[src/rtl/lspcFastPkg.sv]
package lspcFastPkg;

	// VRAM geometry
	localparam int addrWidth = 11;
	localparam int dataWidth = 16;
	localparam int spriteNumWidth = 9;

	// Frame slot windows, in cycles of CLK_24M
	localparam int listSlotStart = 0;
	localparam int scb2SlotStart = 4;
	localparam int scb3SlotStart = 7;
	localparam int scb4SlotStart = 10;
	localparam int cpuSlotStart = 13;
	localparam int parseSlotStart = 16;
	localparam int parseSlotLength = 3;
	localparam int parseSlotCount = 5;

	// Table bases in fast VRAM
	localparam logic [addrWidth-1:0] scb2Base = 11'h000; // Shrink
	localparam logic [addrWidth-1:0] scb3Base = 11'h200; // Y, sticky, height
	localparam logic [addrWidth-1:0] scb4Base = 11'h400; // X
	localparam logic [addrWidth-1:0] listBase = 11'h600; // Two 128-entry lists

	typedef enum logic [2:0]
	{
		listRead,
		scb2Read,
		scb3Read,
		scb4Read,
		cpuAccess,
		parseAccess,
		idle
	} slotKind;

	// Line offset inside a sprite, shared by parser and render fetch
	function automatic logic [8:0] lineOffset(input logic [8:0] spriteY, input logic [8:0] vCount);
		return (spriteY + vCount + 9'd1) ^ 9'h100;
	endfunction

endpackage

[src/rtl/fastSlotTimer.sv]
`timescale 1ns/1ps

module fastSlotTimer
(
	input logic CLK_24M,
	input logic TEST,
	input logic [lspcFastPkg::addrWidth-1:0] renderAddr,
	input logic [lspcFastPkg::addrWidth-1:0] cpuVramAddr,
	input logic [lspcFastPkg::dataWidth-1:0] cpuVramWrData,
	input logic cpuWe,
	input logic [lspcFastPkg::addrWidth-1:0] parseAddr,
	input logic [lspcFastPkg::dataWidth-1:0] parseWrData,
	input logic parseWe,
	output logic [4:0] cycleCount,
	output lspcFastPkg::slotKind slot,
	output logic [lspcFastPkg::addrWidth-1:0] vramAddr,
	output logic [lspcFastPkg::dataWidth-1:0] vramWrData,
	output logic vramWe
);

	import lspcFastPkg::*;

	localparam int parseSlotEnd = parseSlotStart + parseSlotLength * parseSlotCount;

	always_ff @(posedge CLK_24M or posedge TEST)
	begin
		if (TEST)
			cycleCount <= 5'd0;
		else
			cycleCount <= cycleCount + 5'd1; // Wraps after 31
	end

	always_comb
	begin
		if (cycleCount < scb2SlotStart)
			slot = listRead;
		else if (cycleCount < scb3SlotStart)
			slot = scb2Read;
		else if (cycleCount < scb4SlotStart)
			slot = scb3Read;
		else if (cycleCount < cpuSlotStart)
			slot = scb4Read;
		else if (cycleCount < parseSlotStart)
			slot = cpuAccess;
		else if (cycleCount < parseSlotEnd)
			slot = parseAccess;
		else
			slot = idle;
	end

	// Single RAM port shared by slot owner
	always_comb
	begin
		case (slot)
			listRead, scb2Read, scb3Read, scb4Read:
			begin
				vramAddr = renderAddr;
				vramWrData = parseWrData;
				vramWe = 1'b0;
			end
			cpuAccess:
			begin
				vramAddr = cpuVramAddr;
				vramWrData = cpuVramWrData;
				vramWe = cpuWe;
			end
			parseAccess:
			begin
				vramAddr = parseAddr;
				vramWrData = parseWrData;
				vramWe = parseWe;
			end
			default:
			begin
				vramAddr = parseAddr;
				vramWrData = parseWrData;
				vramWe = 1'b0; // Idle cycle
			end
		endcase
	end

endmodule

[config.mk]
export PLATFORM = sky130hd
export DESIGN_NAME = fastSlotTimer
export DESIGN_NICKNAME = d
export VERILOG_FILES = /design/src/rtl/lspcFastPkg.sv /design/src/rtl/fastSlotTimer.sv
export SDC_FILE = /design/constraint.sdc
export NUM_CORES = 1
export LEC_CHECK = 0
export BUFFER_PORTS_ARGS = -buffer_cell sky130_fd_sc_hd__clkbuf_2
export CAP_MARGIN = 10
export CORE_AREA = 2 2 53 55
export DETAILED_ROUTE_END_ITERATION = 12
export DIE_AREA = 0 0 55 57
export GPL_ROUTABILITY_DRIVEN = 0
export PLACE_DENSITY_LB_ADDON = 0.25
export SETUP_SLACK_MARGIN = 0.3
export SKIP_LAST_GASP = 1
export SLEW_MARGIN = 20
export SYNTH_ARGS = -nofsm -noshare
export SYNTH_HDL_FRONTEND = slang
export SYNTH_SLANG_ARGS = --single-unit
[constraint.sdc]
create_clock -name CLK_24M -period 1.9 [get_ports CLK_24M]
set_input_delay 0.095 -clock CLK_24M [delete_from_list [all_inputs] [get_ports CLK_24M]]
set_output_delay 0.095 -clock CLK_24M [all_outputs]
set_load 0.005 [all_outputs]
==> flow_summary.yaml <==
job:
  maxCapViolCount: 0
setup_path:
  cp-endpoint: "vramWe"
  crit_required_ps: 1800
  cp_top_family: "compound AO/OA/AOI/OAI gates"
  path_depth: 5
  worstReg2RegStart: "cycleCount[0]$_DFF_PP0_"
  arrival_ps: 1630
  crit_fanout: 6
  cp_cell_sequence: "a21boi_1 -> o221a_1 -> a2111o_1 -> nand2_1 -> clkbuf_2"
  r2r_slack_ps: 680
  crit_buf_inv: 1
  reg2reg_to: "cycleCount[4]$_DFF_PP0_"
  crit_type: "reg -> out"
  startpoint: "cycleCount[2]$_DFF_PP0_"
  rr_worst_depth: 5
  cp_slowest_cell: "dfrtp_2"
  crit_path_end_kind: "output port"
  startpoint_type: "flop"
  max_stage_delay_ps: 440
floorplanning:
  die_w_um: 55
  num_rows: 19
  die_h_um: 57
  start_util_pct: 26.8
  io-pin-count: 105
  core_sq_um: 2620
  dieArea_sq_um: 3140
cts:
  cts_buffers: 3
  clockRootBuffer: "clkbuf_4"
  cts_buffer_depth: 2
  h-tree-depth: 1
  path_clk_slew_ps: 40
  cts_tree: "done"
  clkSinkCount: 5
  clkLatencyLatePin_ps: 240
outcome:
  status: "finished clean"
timing:
  max-slew-margin-rel_pct: 79.2
  hold_ws_ps: 277
  fin_crit_sh_pct: 90.7
  fin_skew_ps: 3.32
  drv_slew: 0
  max_freq_ghz: 0.580
  worst_slew_pin_slew_ps: 312
  setup_viol: 0
  hold_viol_final: 0
  setup_tns_ps: 0
  finalCriticalPeriod_ps: 1720
  rsz0062_at_grt: "true"
power:
  p_leak_nw: 0.796
  peakVddDrop_mv: 0.136
  p_per_area_nw_per_um2: 260
logic_synthesis:
  synthDistinctLibCells: 28
  synth_nets: 145
  avgSynthCellArea_sq_um: 9.34
  yosysTopAreaCell: "mux2_1"
  synth_top_area_share_pct: 25.7
  syn_inst: 75
  ys_seq_elements: 5
  synthTopCellsByArea: "mux2_1 (26%), dfrtp_1 (18%), a222oi_1 (16%)"
  synthesis.area_sq_um: 701
  yosysWarnings: 0
  ys_seq_area_share_pct: 17.9
final_layout:
  area_growth_pct: 101
  top_register: "cycleCount"
  final_common_cell: "clkbuf_2"
  largest_reg_flops: 5
  largestRegisters: "cycleCount (5)"
  layout_common_cells: "clkbuf_2 (103), mux2_1 (16), inv_1 (13)"
  nNetsFinal: 262
  drive_gt1_share_pct: 68.6
  antennaDiodeCount: 0
  design_area_sq_um: 1410
grt:
  track_usage_pct: 16.7
  antenna_found_initial: 0
  grt_pass1_vias: 986
  grt_first_pass_wirelength_um: 3960
  grt_max_degree: 28
  grt_overflow: 0
placement:
  placed_area_sq_um: 1240
  dpl.hpwl_um: 2180
  io_buffers: 104
drt:
  wl_per_cell_um: 12.6
  drt_first_iter_violations: 43
  drc: 0
  vias_per_cell: 4.88
  drt-total-wl_um: 2790
  drtAntennaViolNets: 0
  drtPass1Iterations: 6
  vias: 1084
hold_path:
  hold_class: "in -> async"
## tightest hold or removal path, stage by stage
cell and delay, ps:
dlygate4sd3_1 530, clkbuf_2 100, inv_1 150
## final cells by class
class                   count  area, sq um
clock buffers               4         26.3
fillers                   268         1210
well taps                  31         38.8
repair buffers            119          678
inverters                  15         57.6
multi-input cells          48          475
flip-flops and latches      5          131
## per-layer routing
metal  part of all wire (%)  wire length (um)  GRT usage (%)
met1                     37              1020           18.7
met2                     54              1520           31.0
met3                    7.4               206           1.57
met4                    1.5                41           6.27
met5                      0                 0              0
## power by group
part           switching (mW)  internal (mW)  total, mW
clock network          0.0422         0.0793      0.122
logic                  0.0471         0.0901      0.137
registers                   0          0.107      0.107
total                  0.0893          0.276      0.366
## what timing repair did
action,CTS,global route
pin swaps,11,11
endpoints found under the hold margin,5,0
cloned,0,1
setup buffers,8,3
resized for setup,6,1
setup endpoints to repair,29,29
hold buffers,1,0
## logic make-up after synthesis
kind of cell,count (synthesis),share of synthesized area (%)
flops,5,17.9
xor+xnor,4,5.00
buf+inv,22,15.5
mux,16,25.7
simple gates,7,7.50
compound gates,20,26.6
fa+ha+maj,1,1.79
## cells in the mapped netlist
| cell | number |
|---|---|
| ha_1 | 1 |
| clkinvlp_2 | 1 |
| nand3_1 | 2 |
| inv_2 | 1 |
| mux2_1 | 16 |
| nand3b_1 | 1 |
| o211ai_1 | 1 |
| clkbuf_1 | 1 |
| o21ai_0 | 1 |
| buf_6 | 2 |
| nor2b_4 | 1 |
| o21ai_1 | 1 |
| nor2_4 | 1 |
| a21boi_1 | 1 |
| buf_4 | 2 |
| o211ai_2 | 1 |
| xnor2_1 | 2 |
| o21a_1 | 1 |
| o2111ai_1 | 1 |
| buf_2 | 2 |
| dfrtp_1 | 5 |
| o221a_1 | 1 |
| nand4_1 | 1 |
| a2111o_1 | 1 |
| a222oi_1 | 11 |
| nand2_1 | 1 |
| inv_1 | 13 |
| xor2_1 | 2 |
## how the worst min path moves through the flow
stage                     start                      end  slack (ps)  cells past startpoint
after floorplan            TEST  cycleCount[0]$_DFF_PP0_        -130                      1
after global routing       TEST  cycleCount[4]$_DFF_PP0_         310                      3
after global placement     TEST  cycleCount[4]$_DFF_PP0_         -20                      2
after CTS                  TEST  cycleCount[4]$_DFF_PP0_         280                      3
final                      TEST  cycleCount[0]$_DFF_PP0_         280                      3
after detailed placement   TEST  cycleCount[4]$_DFF_PP0_         -10                      2
## per-stage QoR
step           power [mW]  setup WS, ps  std cells  util [%]
6_report            0.366           177        222      53.8
3_5_place_dp        0.245           310        205      47.3
4_1_cts             0.373           163        218      52.0
3_3_place_gp        0.241           347        205      47.3
2_1_floorplan       0.146           448         75         -
5_1_grt             0.393           128        222      53.8
Note: power is estimated with default switching activity, not from simulation.
