`config.mk`:
```
export PLATFORM = sky130hd
export DESIGN_NAME = cpuVramPort
export DESIGN_NICKNAME = d
export VERILOG_FILES = /design/src/rtl/lspcFastPkg.sv /design/src/rtl/cpuVramPort.sv
export SDC_FILE = /design/constraint.sdc
export NUM_CORES = 1
export LEC_CHECK = 0
export BUFFER_PORTS_ARGS = -buffer_cell sky130_fd_sc_hd__clkbuf_2
export CORE_ASPECT_RATIO = 0.9
export CORE_MARGIN = 5
export CORE_UTILIZATION = 49
export DETAILED_ROUTE_END_ITERATION = 6
export PLACE_DENSITY = 0.95
export SETUP_SLACK_MARGIN = 0.02
export SLEW_MARGIN = 20
export SYNTH_ARGS = -nofsm -noshare
export SYNTH_HDL_FRONTEND = slang
export SYNTH_SLANG_ARGS = --single-unit
```
`constraint.sdc`:
```
create_clock -name CLK_24M -period 3.2 [get_ports CLK_24M]
set_input_delay 0.8 -clock CLK_24M [delete_from_list [all_inputs] [get_ports CLK_24M]]
set_output_delay 0.8 -clock CLK_24M [all_outputs]
set_load 0.005 [all_outputs]
```
`src/rtl/lspcFastPkg.sv`:
```
package lspcFastPkg;

	// VRAM geometry
	localparam int addrWidth = 11;
	localparam int dataWidth = 16;
	localparam int spriteNumWidth = 9;

	// Frame slot windows, in cycles of CLK_24M
	localparam int listSlotStart = 0;
	localparam int scb2SlotStart = 4;
	localparam int scb3SlotStart = 7;
	localparam int scb4SlotStart = 10;
	localparam int cpuSlotStart = 13;
	localparam int parseSlotStart = 16;
	localparam int parseSlotLength = 3;
	localparam int parseSlotCount = 5;

	// Table bases in fast VRAM
	localparam logic [addrWidth-1:0] scb2Base = 11'h000; // Shrink
	localparam logic [addrWidth-1:0] scb3Base = 11'h200; // Y, sticky, height
	localparam logic [addrWidth-1:0] scb4Base = 11'h400; // X
	localparam logic [addrWidth-1:0] listBase = 11'h600; // Two 128-entry lists

	typedef enum logic [2:0]
	{
		listRead,
		scb2Read,
		scb3Read,
		scb4Read,
		cpuAccess,
		parseAccess,
		idle
	} slotKind;

	// Line offset inside a sprite, shared by parser and render fetch
	function automatic logic [8:0] lineOffset(input logic [8:0] spriteY, input logic [8:0] vCount);
		return (spriteY + vCount + 9'd1) ^ 9'h100;
	endfunction

endpackage

```
`src/rtl/cpuVramPort.sv`:
```
`timescale 1ns/1ps

module cpuVramPort
(
	input logic CLK_24M,
	input logic TEST,
	input logic [lspcFastPkg::addrWidth-1:0] cpuAddr,
	input logic [lspcFastPkg::dataWidth-1:0] cpuWrData,
	input logic cpuZone,
	input logic cpuWrite,
	input logic reloadReq,
	input logic [lspcFastPkg::addrWidth-1:0] vramMod,
	input logic [4:0] cycleCount,
	input logic [lspcFastPkg::dataWidth-1:0] rdData,
	output logic [lspcFastPkg::addrWidth-1:0] cpuVramAddr,
	output logic [lspcFastPkg::dataWidth-1:0] cpuVramWrData,
	output logic cpuWe,
	output logic [lspcFastPkg::dataWidth-1:0] cpuRdData,
	output logic cpuWriteAck
);

	import lspcFastPkg::*;

	logic reloadFlag;
	logic writePending;
	logic requestCycle;
	logic captureCycle;

	assign requestCycle = (cycleCount == scb4SlotStart + 1); // Cycle 11
	assign captureCycle = (cycleCount == cpuSlotStart + 1); // Cycle 14

	assign cpuWe = writePending && (cycleCount == cpuSlotStart);
	assign cpuWriteAck = ~writePending | ~cpuZone;

	always_ff @(posedge CLK_24M or posedge TEST)
	begin
		if (TEST)
		begin
			reloadFlag <= 1'b0;
			writePending <= 1'b0;
			cpuVramAddr <= '0;
			cpuRdData <= '0;
		end
		else
		begin
			if (reloadReq)
				reloadFlag <= 1'b1; // Sticky until the next request cycle
			else if (requestCycle)
				reloadFlag <= 1'b0;

			if (requestCycle)
			begin
				if (reloadFlag)
					cpuVramAddr <= cpuAddr;
				writePending <= cpuWrite & cpuZone;
			end

			if (captureCycle)
			begin
				cpuRdData <= rdData;
				if (writePending)
					cpuVramAddr <= cpuVramAddr + vramMod; // 11-bit wrap
				writePending <= 1'b0;
			end
		end
	end

	always_ff @(posedge CLK_24M)
	begin
		if (requestCycle)
			cpuVramWrData <= cpuWrData;
	end

endmodule

```
==> results.toml <==
[die]
rows = 23
initial_core_util = 0.5018
fp.coreArea_um2 = 4403
die_area_um2 = 5954
io_pins = 109
die_h_um = 73.71
fp.dieW_um = 80.79

[place]
port_buffers = 108
hpwlAfterDp_um = 4331
gp_congestion = 0.7883

[worst_hold_path]
hp-class = "flop to flop"

[setup_path]
regToRegEndpoint = "cpuVramAddr[10]"
r2r_slack_ns = 0.95
reg2reg_from = "cpuVramAddr[0]"
cp.depth = 10
required_ns = 3.36
slowest_stage = "fa_1"
critical_path_class = "primary input to flop"
critPathLaunchType = "primary input"
setup.worst_path.end = "cpuVramAddr[10]"
crit_path_cell_trace = "clkbuf_2 > ha_1 > inv_1 > fa_1 > nor2b_1 > o2111ai_1 > and4b_1 > o211a_1 > nor3_1 > a311oi_2"
reg2regPathDepth = 9
cp_num_buf_inv = 2
startpoint = "vramMod[0]"
slowest_delay_ns = 0.40
cp.arrival_ns = 2.60
end_kind = "flop"
path_delay_family = "simple AND/OR/NAND/NOR gates"
path_max_fanout = 3

[power]
peakVddDrop_v = 0.0003427
p_leak_nw = 1.459
p_per_area_nw_per_um2 = 617.9

[timing]
slew_viol_final = 0
hold-worst-slack_ns = 0.5127
max_freq_mhz = 410.3
fin_crit_sh = 0.7616
worstMarginPinSlew_ns = 0.6839
finalSetupViolCount = 0
fin_crit_ns = 2.437
slew_headroom = 0.5403
finalSetupTns_ns = 0
skew_ns = 0.006160
hold_viol_final = 0
rsz0062_at_grt = "false"

[clocking]
clk_latency_ns = 0.29
cts_setup_buffers = 0
cts_buffers = 5
htree_levels = 2
cts_num_sinks = 45
cts-hold-fix-buffers = 0
clockBufferDepth = 2
post_cts_resized = 0
cts_tree = "done"
root_buffer = "clkbuf_8"
path_clk_slew_ns = 0.09

[grt]
grt_max_degree = 30
antenna_found_initial = 0
grt_pass1_wl_um = 8687
track_usage = 0.1888
overflow = 0
grt_pass1_vias = 1866

[routing]
dr.first_iter.drc_count = 62
num_vias = 1792
routed_wl_um = 5366
firstDrtPassIters = 4
vias_per_cell = 5.062
wl_per_cell_um = 15.16
ant_nets = 0
route.detailed.drc = 0

[synthesis]
synth.most_common_cell = "dfrtp_1"
synth_edf_count = 16
yosys-top-cells-count = "dfrtp_1, mux2_2, edfxtp_1, nand2_1"
ys_seq_area_frac = 0.5459
synthFlopType = "dfrtp_1"
syn_area_per_cell_um2 = 12.63
yosysTopAreaCell = "dfrtp_1"
synth.distinct_cells = 41
ys_ff_latch = 45
synth.top_cells.by_area = "dfrtp_1, edfxtp_1, mux2_2"
syn_area_um2 = 2210
synthCells = 175
async_flop_share = 0.6444
synthesis.nets = 250
yosysWarnings = 0
synth_top_area_share = 0.3284

[final_layout]
final_nets = 366
area_growth_pct = 33.75
drive_gt1_frac = 0.4966
fillers = 350
antenna_cells = 0

[outcome]
status = "complete, no violations"

[job]
max_cap_viol_count = 0
-- routing by layer --
layer | GRT usage | vias to the layer above | wire (µm) | share of wire
li1 | - | 870 | - | -
met1 | 0.2423 | 848 | 2197 | 0.41
met2 | 0.3208 | 68 | 2735 | 0.51
met3 | 0.04289 | 6 | 351 | 0.065
met4 | 0.05441 | 0 | 82 | 0.015
met5 | 0 | - | 0 | 0
-- per-stage QoR --
step / cell area [µm²] / power, mW / setup WS (ns) / std cells / utilization
3_5_place_dp: 2849 / 1.437 / 0.4381 / 346 / 0.6471
2_1_floorplan: 2210 / 1.198 / 0.5085 / 175 / -
5_1_grt: 2955 / 1.973 / 0.5739 / 354 / 0.6712
4_1_cts: 2955 / 1.839 / 0.7722 / 354 / 0.6712
3_3_place_gp: 2849 / 1.409 / 0.4958 / 346 / 0.6471
6_report: 2955 / 1.826 / 0.7628 / 354 / 0.6712
-- cells by family (layout without fill, tap and decap cells) --
| family | Yosys count | in the layout | share of synthesized area |
|---|---|---|---|
| compound gates | 35 | 35 | 0.1104 |
| xor+xnor | 7 | 7 | 0.02775 |
| fa+ha+maj | 11 | 11 | 0.06569 |
| buf+inv | 12 | 129 | 0.02775 |
| flops | 45 | 45 | 0.5459 |
| mux | 24 | 24 | 0.1195 |
| simple gates | 41 | 41 | 0.1031 |
-- area by class of cell --
class | instances | area, µm² | share of cell area
Clock inverter | 1 | 8.758 | 0.002964
Sequential cell | 45 | 1206 | 0.4081
Inverter | 7 | 26.28 | 0.008891
Timing Repair Buffer | 114 | 585.6 | 0.1981
Multi-Input combinational cell | 118 | 953.4 | 0.3226
Clock buffer | 7 | 97.59 | 0.03302
Tap cell | 62 | 77.57 | 0.02625
-- placed cells by master (no fill, tap or decap), types with 2 or more instances in the layout --
| master | Yosys | routed |
|---|---|---|
| nor3_1 | 5 | 4 |
| clkbuf_8 | 0 | 5 |
| mux2_2 | 19 | 19 |
| buf_4 | 0 | 6 |
| xor2_1 | 4 | 4 |
| a21o_1 | 5 | 5 |
| nand2b_1 | 2 | 2 |
| clkbuf_2 | 0 | 108 |
| o211a_1 | 2 | 2 |
| and2_1 | 2 | 2 |
| a211oi_1 | 3 | 3 |
| dfrtp_1 | 29 | 29 |
| inv_1 | 7 | 7 |
| a21oi_1 | 5 | 5 |
| ha_1 | 10 | 10 |
| nand2_1 | 11 | 11 |
| nand3_1 | 3 | 3 |
| nor2_1 | 6 | 6 |
| mux2i_1 | 5 | 5 |
| o21bai_1 | 2 | 2 |
| edfxtp_1 | 16 | 16 |
| xnor2_1 | 3 | 3 |
| nor2b_1 | 3 | 3 |
| o21ai_0 | 10 | 10 |
-- report_power, final --
group	switching (mW)	internal (mW)	leakage, nW
clock	0.196	0.203	0.0536
sequential	0.0691	0.701	0.496
combinational	0.323	0.333	0.910
-- registers in the layout, indices dropped and copies added (netlist names) --
signal	count
cpuRdData	16
reloadFlag	1
cpuVramWrData	16
writePending	1
cpuVramAddr	11
-- worst reg2reg max path, delay by kind of cell (launching register included) --
kind | cells | cell delay, ns
compound gates | 3 | 0.46
fa+ha+maj | 2 | 0.57
buf+inv | 1 | 0.06
flops | 1 | 0.38
simple gates | 3 | 0.65
-- how the worst min path moves through the flow --
stage                              from  cells after the start             to  slack, ns
after floorplan              reloadFlag                      2     reloadFlag       0.49
after global placement    cpuRdData[14]                      1  cpuRdData[14]       0.49
after detailed placement   cpuRdData[6]                      1   cpuRdData[6]       0.49
after CTS                  cpuRdData[6]                      1   cpuRdData[6]       0.51
after global routing       cpuRdData[6]                      1   cpuRdData[6]       0.52
final                     cpuRdData[12]                      1  cpuRdData[12]       0.51
(Power assumes the default switching activity.)
