File: src/rtl/lspcFastPkg.sv
package lspcFastPkg;

	// VRAM geometry
	localparam int addrWidth = 11;
	localparam int dataWidth = 16;
	localparam int spriteNumWidth = 9;

	// Frame slot windows, in cycles of CLK_24M
	localparam int listSlotStart = 0;
	localparam int scb2SlotStart = 4;
	localparam int scb3SlotStart = 7;
	localparam int scb4SlotStart = 10;
	localparam int cpuSlotStart = 13;
	localparam int parseSlotStart = 16;
	localparam int parseSlotLength = 3;
	localparam int parseSlotCount = 5;

	// Table bases in fast VRAM
	localparam logic [addrWidth-1:0] scb2Base = 11'h000; // Shrink
	localparam logic [addrWidth-1:0] scb3Base = 11'h200; // Y, sticky, height
	localparam logic [addrWidth-1:0] scb4Base = 11'h400; // X
	localparam logic [addrWidth-1:0] listBase = 11'h600; // Two 128-entry lists

	typedef enum logic [2:0]
	{
		listRead,
		scb2Read,
		scb3Read,
		scb4Read,
		cpuAccess,
		parseAccess,
		idle
	} slotKind;

	// Line offset inside a sprite, shared by parser and render fetch
	function automatic logic [8:0] lineOffset(input logic [8:0] spriteY, input logic [8:0] vCount);
		return (spriteY + vCount + 9'd1) ^ 9'h100;
	endfunction

endpackage

File: src/rtl/spriteParser.sv
`timescale 1ns/1ps

module spriteParser
#(
	parameter int spriteLimit = 64,
	parameter int listEntries = 96
)
(
	input logic CLK_24M,
	input logic TEST,
	input logic chbl,
	input logic bFlip,
	input logic [8:0] vCount,
	input logic [4:0] cycleCount,
	input lspcFastPkg::slotKind slot,
	input logic [lspcFastPkg::dataWidth-1:0] rdData,
	output logic [lspcFastPkg::addrWidth-1:0] parseAddr,
	output logic [lspcFastPkg::dataWidth-1:0] parseWrData,
	output logic parseWe
);

	import lspcFastPkg::*;

	logic [9:0] parseCounter; // Next sprite to test
	logic [7:0] writeCount; // List fill level
	logic pending;
	logic [spriteNumWidth-1:0] pendingNum;

	logic [4:0] slotOffset;
	logic inParse;
	logic firstCycle;
	logic lastCycle;
	logic listFull;
	logic scanning;
	logic writeMode;
	logic [8:0] yAdded;
	logic yMatch;

	assign inParse = (slot == parseAccess);
	assign slotOffset = cycleCount - 5'(parseSlotStart);
	assign firstCycle = inParse && ((slotOffset % parseSlotLength) == 0);
	assign lastCycle = inParse && ((slotOffset % parseSlotLength) == parseSlotLength - 1);

	assign listFull = (writeCount >= listEntries);
	assign scanning = (parseCounter < spriteLimit);

	// Mode holds for a whole slot since state only moves at its last cycle
	assign writeMode = pending && !listFull;

	assign yAdded = lineOffset(rdData[15:7], vCount);
	assign yMatch = (yAdded[8:4] < rdData[4:0]);

	always_comb
	begin
		if (writeMode)
			parseAddr = listBase + addrWidth'({~bFlip, writeCount[6:0]});
		else
			parseAddr = scb3Base + addrWidth'(parseCounter[8:0]);
	end

	assign parseWrData = {{(dataWidth - spriteNumWidth){1'b0}}, pendingNum};
	assign parseWe = firstCycle && writeMode;

	always_ff @(posedge CLK_24M or posedge TEST)
	begin
		if (TEST)
		begin
			parseCounter <= 10'd0;
			writeCount <= 8'd0;
			pending <= 1'b0;
		end
		else if (chbl)
		begin
			// New line, start a fresh scan
			parseCounter <= 10'd0;
			writeCount <= 8'd0;
			pending <= 1'b0;
		end
		else if (lastCycle)
		begin
			if (writeMode)
			begin
				pending <= 1'b0;
				writeCount <= writeCount + 8'd1;
			end
			else if (scanning)
			begin
				if (yMatch)
					pending <= 1'b1;
				parseCounter <= parseCounter + 10'd1;
			end
		end
	end

	// Sprite number of the match waiting for a list write
	always_ff @(posedge CLK_24M)
	begin
		if (lastCycle && !writeMode && scanning && yMatch)
			pendingNum <= parseCounter[8:0];
	end

endmodule

File: config.mk
export PLATFORM = sky130hd
export DESIGN_NAME = spriteParser
export DESIGN_NICKNAME = d
export VERILOG_FILES = /design/src/rtl/lspcFastPkg.sv /design/src/rtl/spriteParser.sv
export SDC_FILE = /design/constraint.sdc
export NUM_CORES = 1
export LEC_CHECK = 0
export BUFFER_PORTS_ARGS = -buffer_cell sky130_fd_sc_hd__buf_4
export CAP_MARGIN = 20
export CORE_MARGIN = 2
export CORE_UTILIZATION = 45
export CTS_CLUSTER_SIZE = 30
export DETAILED_ROUTE_END_ITERATION = 8
export GPL_ROUTABILITY_DRIVEN = 1
export PLACE_DENSITY = 0.7
export SYNTH_ARGS = -nofsm -noshare
export SYNTH_HDL_FRONTEND = slang
export SYNTH_SLANG_ARGS = --single-unit
File: constraint.sdc
create_clock -name CLK_24M -period 7.96 [get_ports CLK_24M]
set_input_delay 0.398 -clock CLK_24M [delete_from_list [all_inputs] [get_ports CLK_24M]]
set_output_delay 0.398 -clock CLK_24M [all_outputs]
set_load 0.02 [all_outputs]
==> flow_summary.ini <==
[outcome]
status = finished, final reports clean

[sta]
setup_viol = 0
slew_headroom_pct = 39.4
finalSetupTns_ns = 0
slew_violations = 0
period_needed_ns = 4.88
max_freq_ghz = 0.205
finalClockSkew_ns = 0.00304
hold_violations = 0
rsz0062_at_grt = no
worst_pin_slew_ns = 0.897
setup_ws_ns = 3.08
fin_crit_sh_pct = 61.3

[synth]
netlist_top_cells_area = dfrtp_1 (20%), edfxtp_1 (11%), ha_1 (8.8%)
synth_cell_types = 75
synth-xor-area-share_pct = 2.53
synthMuxAreaShare_pct = 1.55
synth-compound-area-share_pct = 22.7
ys_seq_elements = 28
async_reset_ff_share_pct = 67.9
synth_top_cell_by_area = dfrtp_1
syn-instance-count = 263
synth_adder_area_share_pct = 8.79
synthTopCellsByCount = dfrtp_1 (19), nor2_1 (18), ha_1 (17)
yosysWarnings = 0
synth_ff_type = dfrtp_1
synth_top_area_share_pct = 19.7
synth.avg_cell_area_um2 = 9.20
yosys.area_share.simple_pct = 24.5
synth_top_family_by_area = simple AND/OR/NAND/NOR gates
synth_edf_count = 9
synth_most_common_cell = dfrtp_1
netlist_area_um2 = 2420
ys_seq_area_share_pct = 30.8

[setup_path]
crit_type = input pin to flip-flop
cp_max_fo = 26
r2r-end = parseCounter[2]
reg2reg_slack_ns = 5.63
cp-end-kind = flip-flop
slowest_delay_ns = 0.46
crit_start = cycleCount[4]
critPathRequiredTime_ns = 7.90
start_kind = input pin
cpMostUsedCell = ha_1
rr_worst_depth = 6
crit_chain = buf_4 > inv_1 > ha_1 > nor2b_1 > mux2_2 > o22ai_1 > ha_1 > nor3_2 > o21ai_0 > o21bai_1 > ha_1 > or2_2 > a2111oi_4 > o311a_2 > o211ai_4 > nor4_1 > and2_1
rr_startpoint = writeCount[7]
arrival_ns = 4.82
endpoint = pendingNum[0]
crit_slowest_cell = and2_1

[floorplanning]
start_util_pct = 47.1
die-area_um2 = 5980
num_io_pins = 65
core.rowCount = 26
core-area_um2 = 5140
die_w_um = 77.3
die_height_um = 77.3

[power]
sw_frac_of_total_pct = 28.1
power_density_nw_per_um2 = 127
p_seq_share_pct = 40.9
power.share.clock_pct = 31.3
power.switching_mw = 0.102
irDropWorstVdd_v = 0.0000653
total_power_mw = 0.362
p_leak_nw = 1.27
power.internal_mw = 0.260
share_comb_of_total_power_pct = 27.8

[detailed_routing]
drc = 0
drt_iter0_drc = 122
vias = 2043
wl_per_cell_um = 13.2
wl_um = 4950
vias_per_cell = 5.43
firstDrtPassIters = 4
final_antenna_net_count = 0

[clocking]
holdBufCountCts = 0
cts_tree = done
cts_sinks = 28
cts_resized = 0
cts_root_buf = clkbuf_8
htreeDepth = 1
cts_setup_buffers = 0
cts_buffers = 3
clkSlewWorstSetupHoldPaths_ns = 0.10
cts_buffer_depth = 2
clkLatencyLatePin_ns = 0.28

[global_routing]
grt_overflow_total = 0
grt_pass1_vias = 1822
grt_util_all_layers_pct = 17.4
grt_max_degree = 27
grt_use_met3_pct = 3.18
grt_pass1_wl_um = 8630
groute.layer.met2.usage_pct = 28.1
antenna_found_initial = 0
busiest_layer = met2
grtUsageMet1_pct = 24.7

[place]
gp_congestion = 0.812
portBuffers = 54
place_hpwl_um = 3810
place_ws_ns = 2.77

[layout]
fillers = 505
area_delta_synth_final_pct = 17.8
nNetsFinal = 361
drive_gt1_share_pct = 27.5
antenna_cells = 0

[run]
drv_cap = 0

[worst_hold_path]
holdCritPathClass = input pin to asynchronous set/reset pin
through the flow:
step / instance area (um2) / std cells / util, % / hold slack (ns)
2_1_floorplan: 2440 / 269 / - / 0.349
3_3_place_gp: 2780 / 372 / 54.0 / 0.479
3_5_place_dp: 2780 / 372 / 54.0 / 0.496
4_1_cts: 2850 / 376 / 55.4 / 0.281
5_1_grt: 2850 / 376 / 55.4 / 0.322
6_report: 2850 / 376 / 55.4 / 0.251
sequential cells by signal, summed over array words and instances (netlist names):
signal,flops
pendingNum,9
writeCount,8
pending,1
parseCounter,10
routing by layer:
metal / wire length, um / share of wire, %
met5: 0 / 0
met4: 19 / 0.38
met3: 211 / 4.3
met2: 2410 / 49
met1: 2310 / 47
power by group through the flow:
stage / combinational, mW / clock (mW) / sequential (mW)
final: 0.101 / 0.113 / 0.148
after global routing: 0.114 / 0.121 / 0.148
after CTS: 0.102 / 0.116 / 0.148
after detailed placement: 0.102 / 0 / 0.151
after global placement: 0.0992 / 0 / 0.151
after floorplan: 0.0804 / 0 / 0.151
how the worst min path moves through the flow:
stage / start / to / cells past startpoint
detailed placement: parseCounter[7] / pendingNum[7] / 0
CTS: TEST / writeCount[3] / 2
floorplan: TEST / parseCounter[0] / 1
global placement: writeCount[7] / writeCount[7] / 1
finish: TEST / parseCounter[2] / 2
global route: TEST / parseCounter[2] / 2
worst max-delay path, delay by kind of cell:
kind,cells,cell delay (ns)
buf+inv,2,0.27
simple gates,5,1.53
compound gates,6,1.19
fa+ha+maj,3,1.05
mux,1,0.36
layout make-up:
| type | count | area [um2] | area share (%) |
|---|---|---|---|
| sequential | 28 | 746 | 26.2 |
| timing repair buffer | 54 | 405 | 14.2 |
| clock buffer | 3 | 41.3 | 1.45 |
| clock inverter | 1 | 30.0 | 1.05 |
| inverter | 15 | 56.3 | 1.98 |
| multi-input combinational | 205 | 1480 | 52.0 |
| tap | 70 | 87.6 | 3.07 |
cell usage in the layout, fill, tap and decap left out, types with 3 or more instances in the layout:
| master | Yosys | layout |
|---|---|---|
| o211ai_1 | 3 | 3 |
| nor4_1 | 3 | 3 |
| and2_1 | 4 | 4 |
| buf_4 | 11 | 54 |
| or4_1 | 6 | 6 |
| nor3_1 | 7 | 7 |
| a21oi_1 | 10 | 10 |
| inv_1 | 13 | 13 |
| nor3_2 | 3 | 3 |
| nand2_1 | 16 | 16 |
| o21ai_0 | 11 | 11 |
| a21o_1 | 6 | 6 |
| nor2_1 | 18 | 18 |
| o21a_1 | 5 | 5 |
| o31ai_1 | 5 | 5 |
| nor2b_1 | 6 | 6 |
| dfrtp_1 | 19 | 19 |
| nand3_1 | 9 | 9 |
| nand2b_1 | 3 | 3 |
| a22o_1 | 3 | 3 |
| conb_1 | 2 | 8 |
| ha_1 | 17 | 17 |
| clkbuf_8 | 0 | 3 |
| or3_1 | 4 | 4 |
| edfxtp_1 | 9 | 9 |
| xnor2_1 | 6 | 6 |
cell families after synthesis:
| logic type | Yosys count |
|---|---|
| muxes | 3 |
| xor gates and xnor gates | 7 |
| AOI/OAI and AO/OA | 70 |
| and+or+nand+nor | 100 |
| other | 2 |
| buffers and inverters | 36 |
| adders and majority gates | 17 |
| DFF | 28 |
No activity file was read; power rests on OpenSTA's default activity.
