**src/rtl/lspcFastPkg.sv**
```systemverilog
package lspcFastPkg;

	// VRAM geometry
	localparam int addrWidth = 11;
	localparam int dataWidth = 16;
	localparam int spriteNumWidth = 9;

	// Frame slot windows, in cycles of CLK_24M
	localparam int listSlotStart = 0;
	localparam int scb2SlotStart = 4;
	localparam int scb3SlotStart = 7;
	localparam int scb4SlotStart = 10;
	localparam int cpuSlotStart = 13;
	localparam int parseSlotStart = 16;
	localparam int parseSlotLength = 3;
	localparam int parseSlotCount = 5;

	// Table bases in fast VRAM
	localparam logic [addrWidth-1:0] scb2Base = 11'h000; // Shrink
	localparam logic [addrWidth-1:0] scb3Base = 11'h200; // Y, sticky, height
	localparam logic [addrWidth-1:0] scb4Base = 11'h400; // X
	localparam logic [addrWidth-1:0] listBase = 11'h600; // Two 128-entry lists

	typedef enum logic [2:0]
	{
		listRead,
		scb2Read,
		scb3Read,
		scb4Read,
		cpuAccess,
		parseAccess,
		idle
	} slotKind;

	// Line offset inside a sprite, shared by parser and render fetch
	function automatic logic [8:0] lineOffset(input logic [8:0] spriteY, input logic [8:0] vCount);
		return (spriteY + vCount + 9'd1) ^ 9'h100;
	endfunction

endpackage

```
**src/rtl/renderFetch.sv**
```systemverilog
`timescale 1ns/1ps

module renderFetch
#(
	parameter int listEntries = 96
)
(
	input logic CLK_24M,
	input logic TEST,
	input logic chbl,
	input logic bFlip,
	input logic [8:0] vCount,
	input logic [4:0] cycleCount,
	input logic [lspcFastPkg::dataWidth-1:0] rdData,
	output logic [lspcFastPkg::addrWidth-1:0] renderAddr,
	output logic [lspcFastPkg::spriteNumWidth-1:0] renderIdx,
	output logic [11:0] attrShrink,
	output logic [4:0] tileIdx,
	output logic [3:0] tileLine,
	output logic attrSticky,
	output logic [8:0] attrXPos
);

	import lspcFastPkg::*;

	logic [7:0] readCount;
	logic [spriteNumWidth-1:0] fetchIdx;
	logic [11:0] shrinkStage;
	logic stickyStage;
	logic [8:0] yStage;
	logic [8:0] yAdded;
	logic listCapture;
	logic shrinkCapture;
	logic yCapture;
	logic xCapture;

	assign listCapture = (cycleCount == listSlotStart + 2);
	assign shrinkCapture = (cycleCount == scb2SlotStart + 1);
	assign yCapture = (cycleCount == scb3SlotStart + 1);
	assign xCapture = (cycleCount == scb4SlotStart + 1);

	assign yAdded = lineOffset(rdData[15:7], vCount);

	always_comb
	begin
		if (cycleCount < scb2SlotStart)
			renderAddr = listBase + addrWidth'({bFlip, readCount[6:0]});
		else if (cycleCount < scb3SlotStart)
			renderAddr = scb2Base + addrWidth'(fetchIdx);
		else if (cycleCount < scb4SlotStart)
			renderAddr = scb3Base + addrWidth'(fetchIdx);
		else
			renderAddr = scb4Base + addrWidth'(fetchIdx);
	end

	// Staging during the frame, outputs move together at the X capture
	always_ff @(posedge CLK_24M)
	begin
		if (listCapture)
			fetchIdx <= rdData[spriteNumWidth-1:0];
		if (shrinkCapture)
			shrinkStage <= rdData[11:0];
		if (yCapture)
		begin
			stickyStage <= rdData[6];
			yStage <= yAdded;
		end
	end

	always_ff @(posedge CLK_24M or posedge TEST)
	begin
		if (TEST)
		begin
			readCount <= 8'd0;
			renderIdx <= '0;
			attrShrink <= 12'd0;
			tileIdx <= 5'd0;
			tileLine <= 4'd0;
			attrSticky <= 1'b0;
			attrXPos <= 9'd0;
		end
		else
		begin
			if (xCapture)
			begin
				renderIdx <= fetchIdx;
				attrShrink <= shrinkStage;
				attrSticky <= stickyStage;
				tileIdx <= yStage[8:4];
				tileLine <= yStage[3:0];
				attrXPos <= rdData[15:7];
			end
			if (chbl)
				readCount <= 8'd0;
			else if (xCapture && (readCount < listEntries))
				readCount <= readCount + 8'd1; // Stops at list end
		end
	end

endmodule

```
**config.mk**
```make
export PLATFORM = sky130hd
export DESIGN_NAME = renderFetch
export DESIGN_NICKNAME = d
export VERILOG_FILES = /design/src/rtl/lspcFastPkg.sv /design/src/rtl/renderFetch.sv
export SDC_FILE = /design/constraint.sdc
export NUM_CORES = 1
export LEC_CHECK = 0
export ABC_AREA = 1
export BUFFER_PORTS_ARGS = -buffer_cell sky130_fd_sc_hd__buf_2
export CORE_UTILIZATION = 30
export CTS_CLUSTER_DIAMETER = 50
export DETAILED_ROUTE_END_ITERATION = 10
export PLACE_DENSITY = 0.48
export REMOVE_ABC_BUFFERS = 1
export SYNTH_ARGS = -nofsm -noshare
export SYNTH_HDL_FRONTEND = slang
export SYNTH_SLANG_ARGS = --single-unit
```
**constraint.sdc**
```tcl
create_clock -name CLK_24M -period 1.5 [get_ports CLK_24M]
set_input_delay 0.075 -clock CLK_24M [delete_from_list [all_inputs] [get_ports CLK_24M]]
set_output_delay 0.075 -clock CLK_24M [all_outputs]
set_load 0.01 [all_outputs]
```
==> reports/summary.txt <==
Number of global-route vias before repair: 2894
GR Util All Layers: 15.0%
Logic pwr share: 17.2%
Endpoint arrival time on the critical path: 1.48 ns
Origin of the critical flop-to-flop path: readCount[5]
Worst flop-to-flop path endpoint: readCount[5]
Row Count: 39
Number of H-tree levels: 3
Maximum buffer depth of the clock tree: 2
Commonest non-fill, non-tap cell in the layout: nand2_1
Total congestion overflow after global routing: 0
Sequential cell fraction of total power: 47.0%
Layout net count: 534
Share of the yosys chip area belonging to registers: 59.7%
Worst setup SP type: input port
Multiplexer fraction of the synthesized cell area: 0%
Largest stage delay on the critical path: 0.53 ns
Leakage power summed over all cells: 2.41 nW
Area growth from synthesis to layout: 32.6%
Placed wire-length estimate: 6.10 mm
Element type at the critical path end: flip-flop
Final design instance area without fill: 4740 um^2
Final Hold Violating Endpoints: 0
Area enclosed by the die boundary: 12300 um^2
DRC violations left: 6
Final Slew Violations: 0
Min-delay src: rdData[7]
Adder and majority cell fraction of the synthesized area: 3.71%
Critical Path Source: rdData[11]
Vertical die dimension: 111 um
Destination of the worst hold path: attrXPos[0]
Power share of the clock group: 35.8%
Outcome: finished with violations
Violations in the final reports: design-rule violations
Length of the first detailed-routing pass in iterations: 7
Largest net degree at the start of global routing: 32
Worst hold margin: 0.0356 ns
XOR/XNOR Fraction of Synth Area: 0.981%
Effective utilization at floorplan: 31.0%
Distinct cell type count of the synthesized netlist: 30
Required time at the endpoint of the critical path: 1.59 ns
Synthesized flop and latch total: 79
Clock Tree Root: clkbuf_16
Type of the tightest min-delay check: input port to flip-flop
Share of the synthesized area in compound gates (AO/OA/AOI/OAI): 4.45%
Share of the core filled with cells in the final layout: 41.1%
Antenna cell count: 0
Flip-flop and latch area: 2130 um^2
Largest fanout on the critical path: 4
Setup-violating endpoint count in the final report: 0
Fmax achieved: 0.717 GHz
Switching share of power: 26.5%
Detailed-route via count: 2819
R2R Setup Slk: 0.24 ns
Warnings, synthesis: 0
Worst VDD drop: 0.454 mV
Depth of the most critical reg-to-reg path: 8
Number of inserted filler cells in the final layout: 1175
Internal power consumption: 0.00407 W
Tightest slew margin relative to the limit: 68.6%
Syn avg cell area: 9.50 um^2
Source-to-sink clock delay at the later pin of the worst-skew pair: 0.33 ns
Detailed Route WL: 8.59 mm
Netlist area before placement: 3570 um^2
Time the worst path needs with I/O delays and setup: 1.40 ns
Cell Pwr Density: 1170 nW/um^2
Most frequent cells in the layout: 127 x nand2_1, 84 x buf_2, 48 x nand3_1, 48 x dfrtp_1, 37 x inv_1
Clock tree from TritonCTS: built
Fraction of layout cells with a size suffix above 1: 27.1%
Number of antenna violations at the first check in global routing: 0
Instance count along the most critical hold path: 3
Die Span X: 111 um
Slew of the pin with the lowest slew margin: 0.470 ns
CP max-delay cell: dlygate4sd3_1
Avg Vias per Cell: 4.42
Cell area reported after detailed placement: 4230 um^2
Clock transition at the registers of the reported paths: 0.06 ns
Number of buffers inserted during clock tree synthesis: 9
Critical path, cell by cell: dlygate4sd3_1, buf_2, ha_4, nand2_1, nand2_2, a21oi_2, nand2_1, nand2_1, nand2_1
Simple-gate portion of the synthesized area: 25.1%
Routability cong.: 0.821
Count of port buffers added during placement: 84
Biggest area contributors in the synthesized netlist: dfrtp_1 34%, edfxtp_1 26%, nand2_1 13%, nand3_1 6.7%, inv_1 4.0%
Setup Total Neg Slack: 0 ns
Boundary Pins: 85
First-iteration detailed-routing DRC count: 117
Global-route wire length before repair: 14.3 mm
Dominant combinational cell family by area after synthesis: simple AND/OR/NAND/NOR gates
Total power: 0.00553 W
Post-CTS setup repair buffer count: 0
Area of the multi-input gates: 1290 um^2
Type of the setup path with the least slack: input port to flip-flop
Mapped Cells: 376
Power dissipated by switching net loads: 0.00147 W
Sinks on the clock net: 79
Antenna viol nets, final: 0
Final cycle utilization of the critical path: 93.0%
Floorplan core area: 11500 um^2
Worst setup skew after layout: 0.00790 ns
Critical path's most frequent cell: nand2_1
Top-area cell type share of the netlist area: 33.6%
Maximum capacitance violations: 0
Yosys top cell by area: dfrtp_1
WL/cell: 13.5 um
## Yosys cell counts
cell and number:
nand3_2 1, o21ai_0 6, ha_1 9, nor2_8 1, nor2_2 1, nand2_4 1
a21oi_1 9, buf_2 10, nand3_1 48, o21ai_2 5, nor2_4 2, nor2_1 12
or2_2 1, buf_4 2, o21ai_1 5, edfxtp_1 31, inv_2 2, fa_1 1
dfrtp_1 48, inv_1 38, xnor2_1 3, xor2_1 1, nor3_1 1, a21o_1 1
nand2_1 128, nand4_1 4, and3_1 1, o21bai_1 1, nand3b_1 1, nand2_2 2
## critical path, delay by kind of cell
kind | cells | cell delay, ns
AO/OA/AOI/OAI | 1 | 0.15
adder cells (fa/ha/maj) | 1 | 0.23
buffers and inverters | 2 | 0.68
AND/OR/NAND/NOR | 5 | 0.34
## stage by stage
| stage | std cells | worst slack [ns] |
|---|---|---|
| floorplan | 364 | 0.0398 |
| global placement | 604 | -0.0679 |
| detailed placement | 604 | -0.105 |
| CTS | 638 | 0.0215 |
| global route | 638 | -0.00997 |
| finish | 638 | 0.105 |
## power by group through the flow
| stage | combinational (W) | sequential, W | clock, W |
|---|---|---|---|
| 2_1_floorplan | 0.000384 | 0.00274 | 0 |
| 3_3_place_gp | 0.000892 | 0.00264 | 0 |
| 3_5_place_dp | 0.000905 | 0.00265 | 0 |
| 4_1_cts | 0.000942 | 0.00261 | 0.00203 |
| 5_1_grt | 0.00108 | 0.00264 | 0.00211 |
| 6_report | 0.000950 | 0.00260 | 0.00198 |
## metal layers
metal | up-vias | part of all wire, % | global-route usage (%)
li1 | 1449 | - | -
met1 | 1292 | 45 | 17.6
met2 | 68 | 49 | 26.2
met3 | 10 | 4.8 | 3.88
met4 | 0 | 1.4 | 5.59
met5 | - | 0 | 0
## cells by family after synthesis
logic type	after synthesis
AOI/OAI and AO/OA	27
xor gates and xnor gates	4
adders and majority gates	10
buffers and inverters	52
DFF	79
and+or+nand+nor	204
## layout make-up
class,instances,area share (%)
flip-flops and latches,79,45.0
multi-input cells,245,27.2
repair buffers,115,15.3
clock buffers,14,5.36
well taps,143,3.78
inverters,40,3.17
clock inverters,2,0.211
## state kept, by name, indices dropped and copies added, names as in the netlist
register     cells
attrShrink      12
shrinkStage     12
attrXPos         9
fetchIdx         9
renderIdx        9
yStage           9
readCount        8
tileIdx          5
tileLine         4
attrSticky       1
stickyStage      1
## worst max path at each step
| stage | depth (start not counted) | end | slack, ns |
|---|---|---|---|
| 6_report | 9 | yStage[7] | 0.10 |
| 5_1_grt | 9 | yStage[7] | -0.01 |
| 2_1_floorplan | 3 | shrinkStage[0] | 0.04 |
| 4_1_cts | 9 | yStage[7] | 0.02 |
| 3_5_place_dp | 10 | yStage[8] | -0.10 |
| 3_3_place_gp | 10 | yStage[8] | -0.07 |
## repair_timing
action / in CTS / in global routing
hold buffers: 18 / 0
gates resized for setup: 0 / 9
setup endpoints to repair: 0 / 2
endpoints found under the hold margin: 40 / 0
No activity file was read; power rests on OpenSTA's default activity.
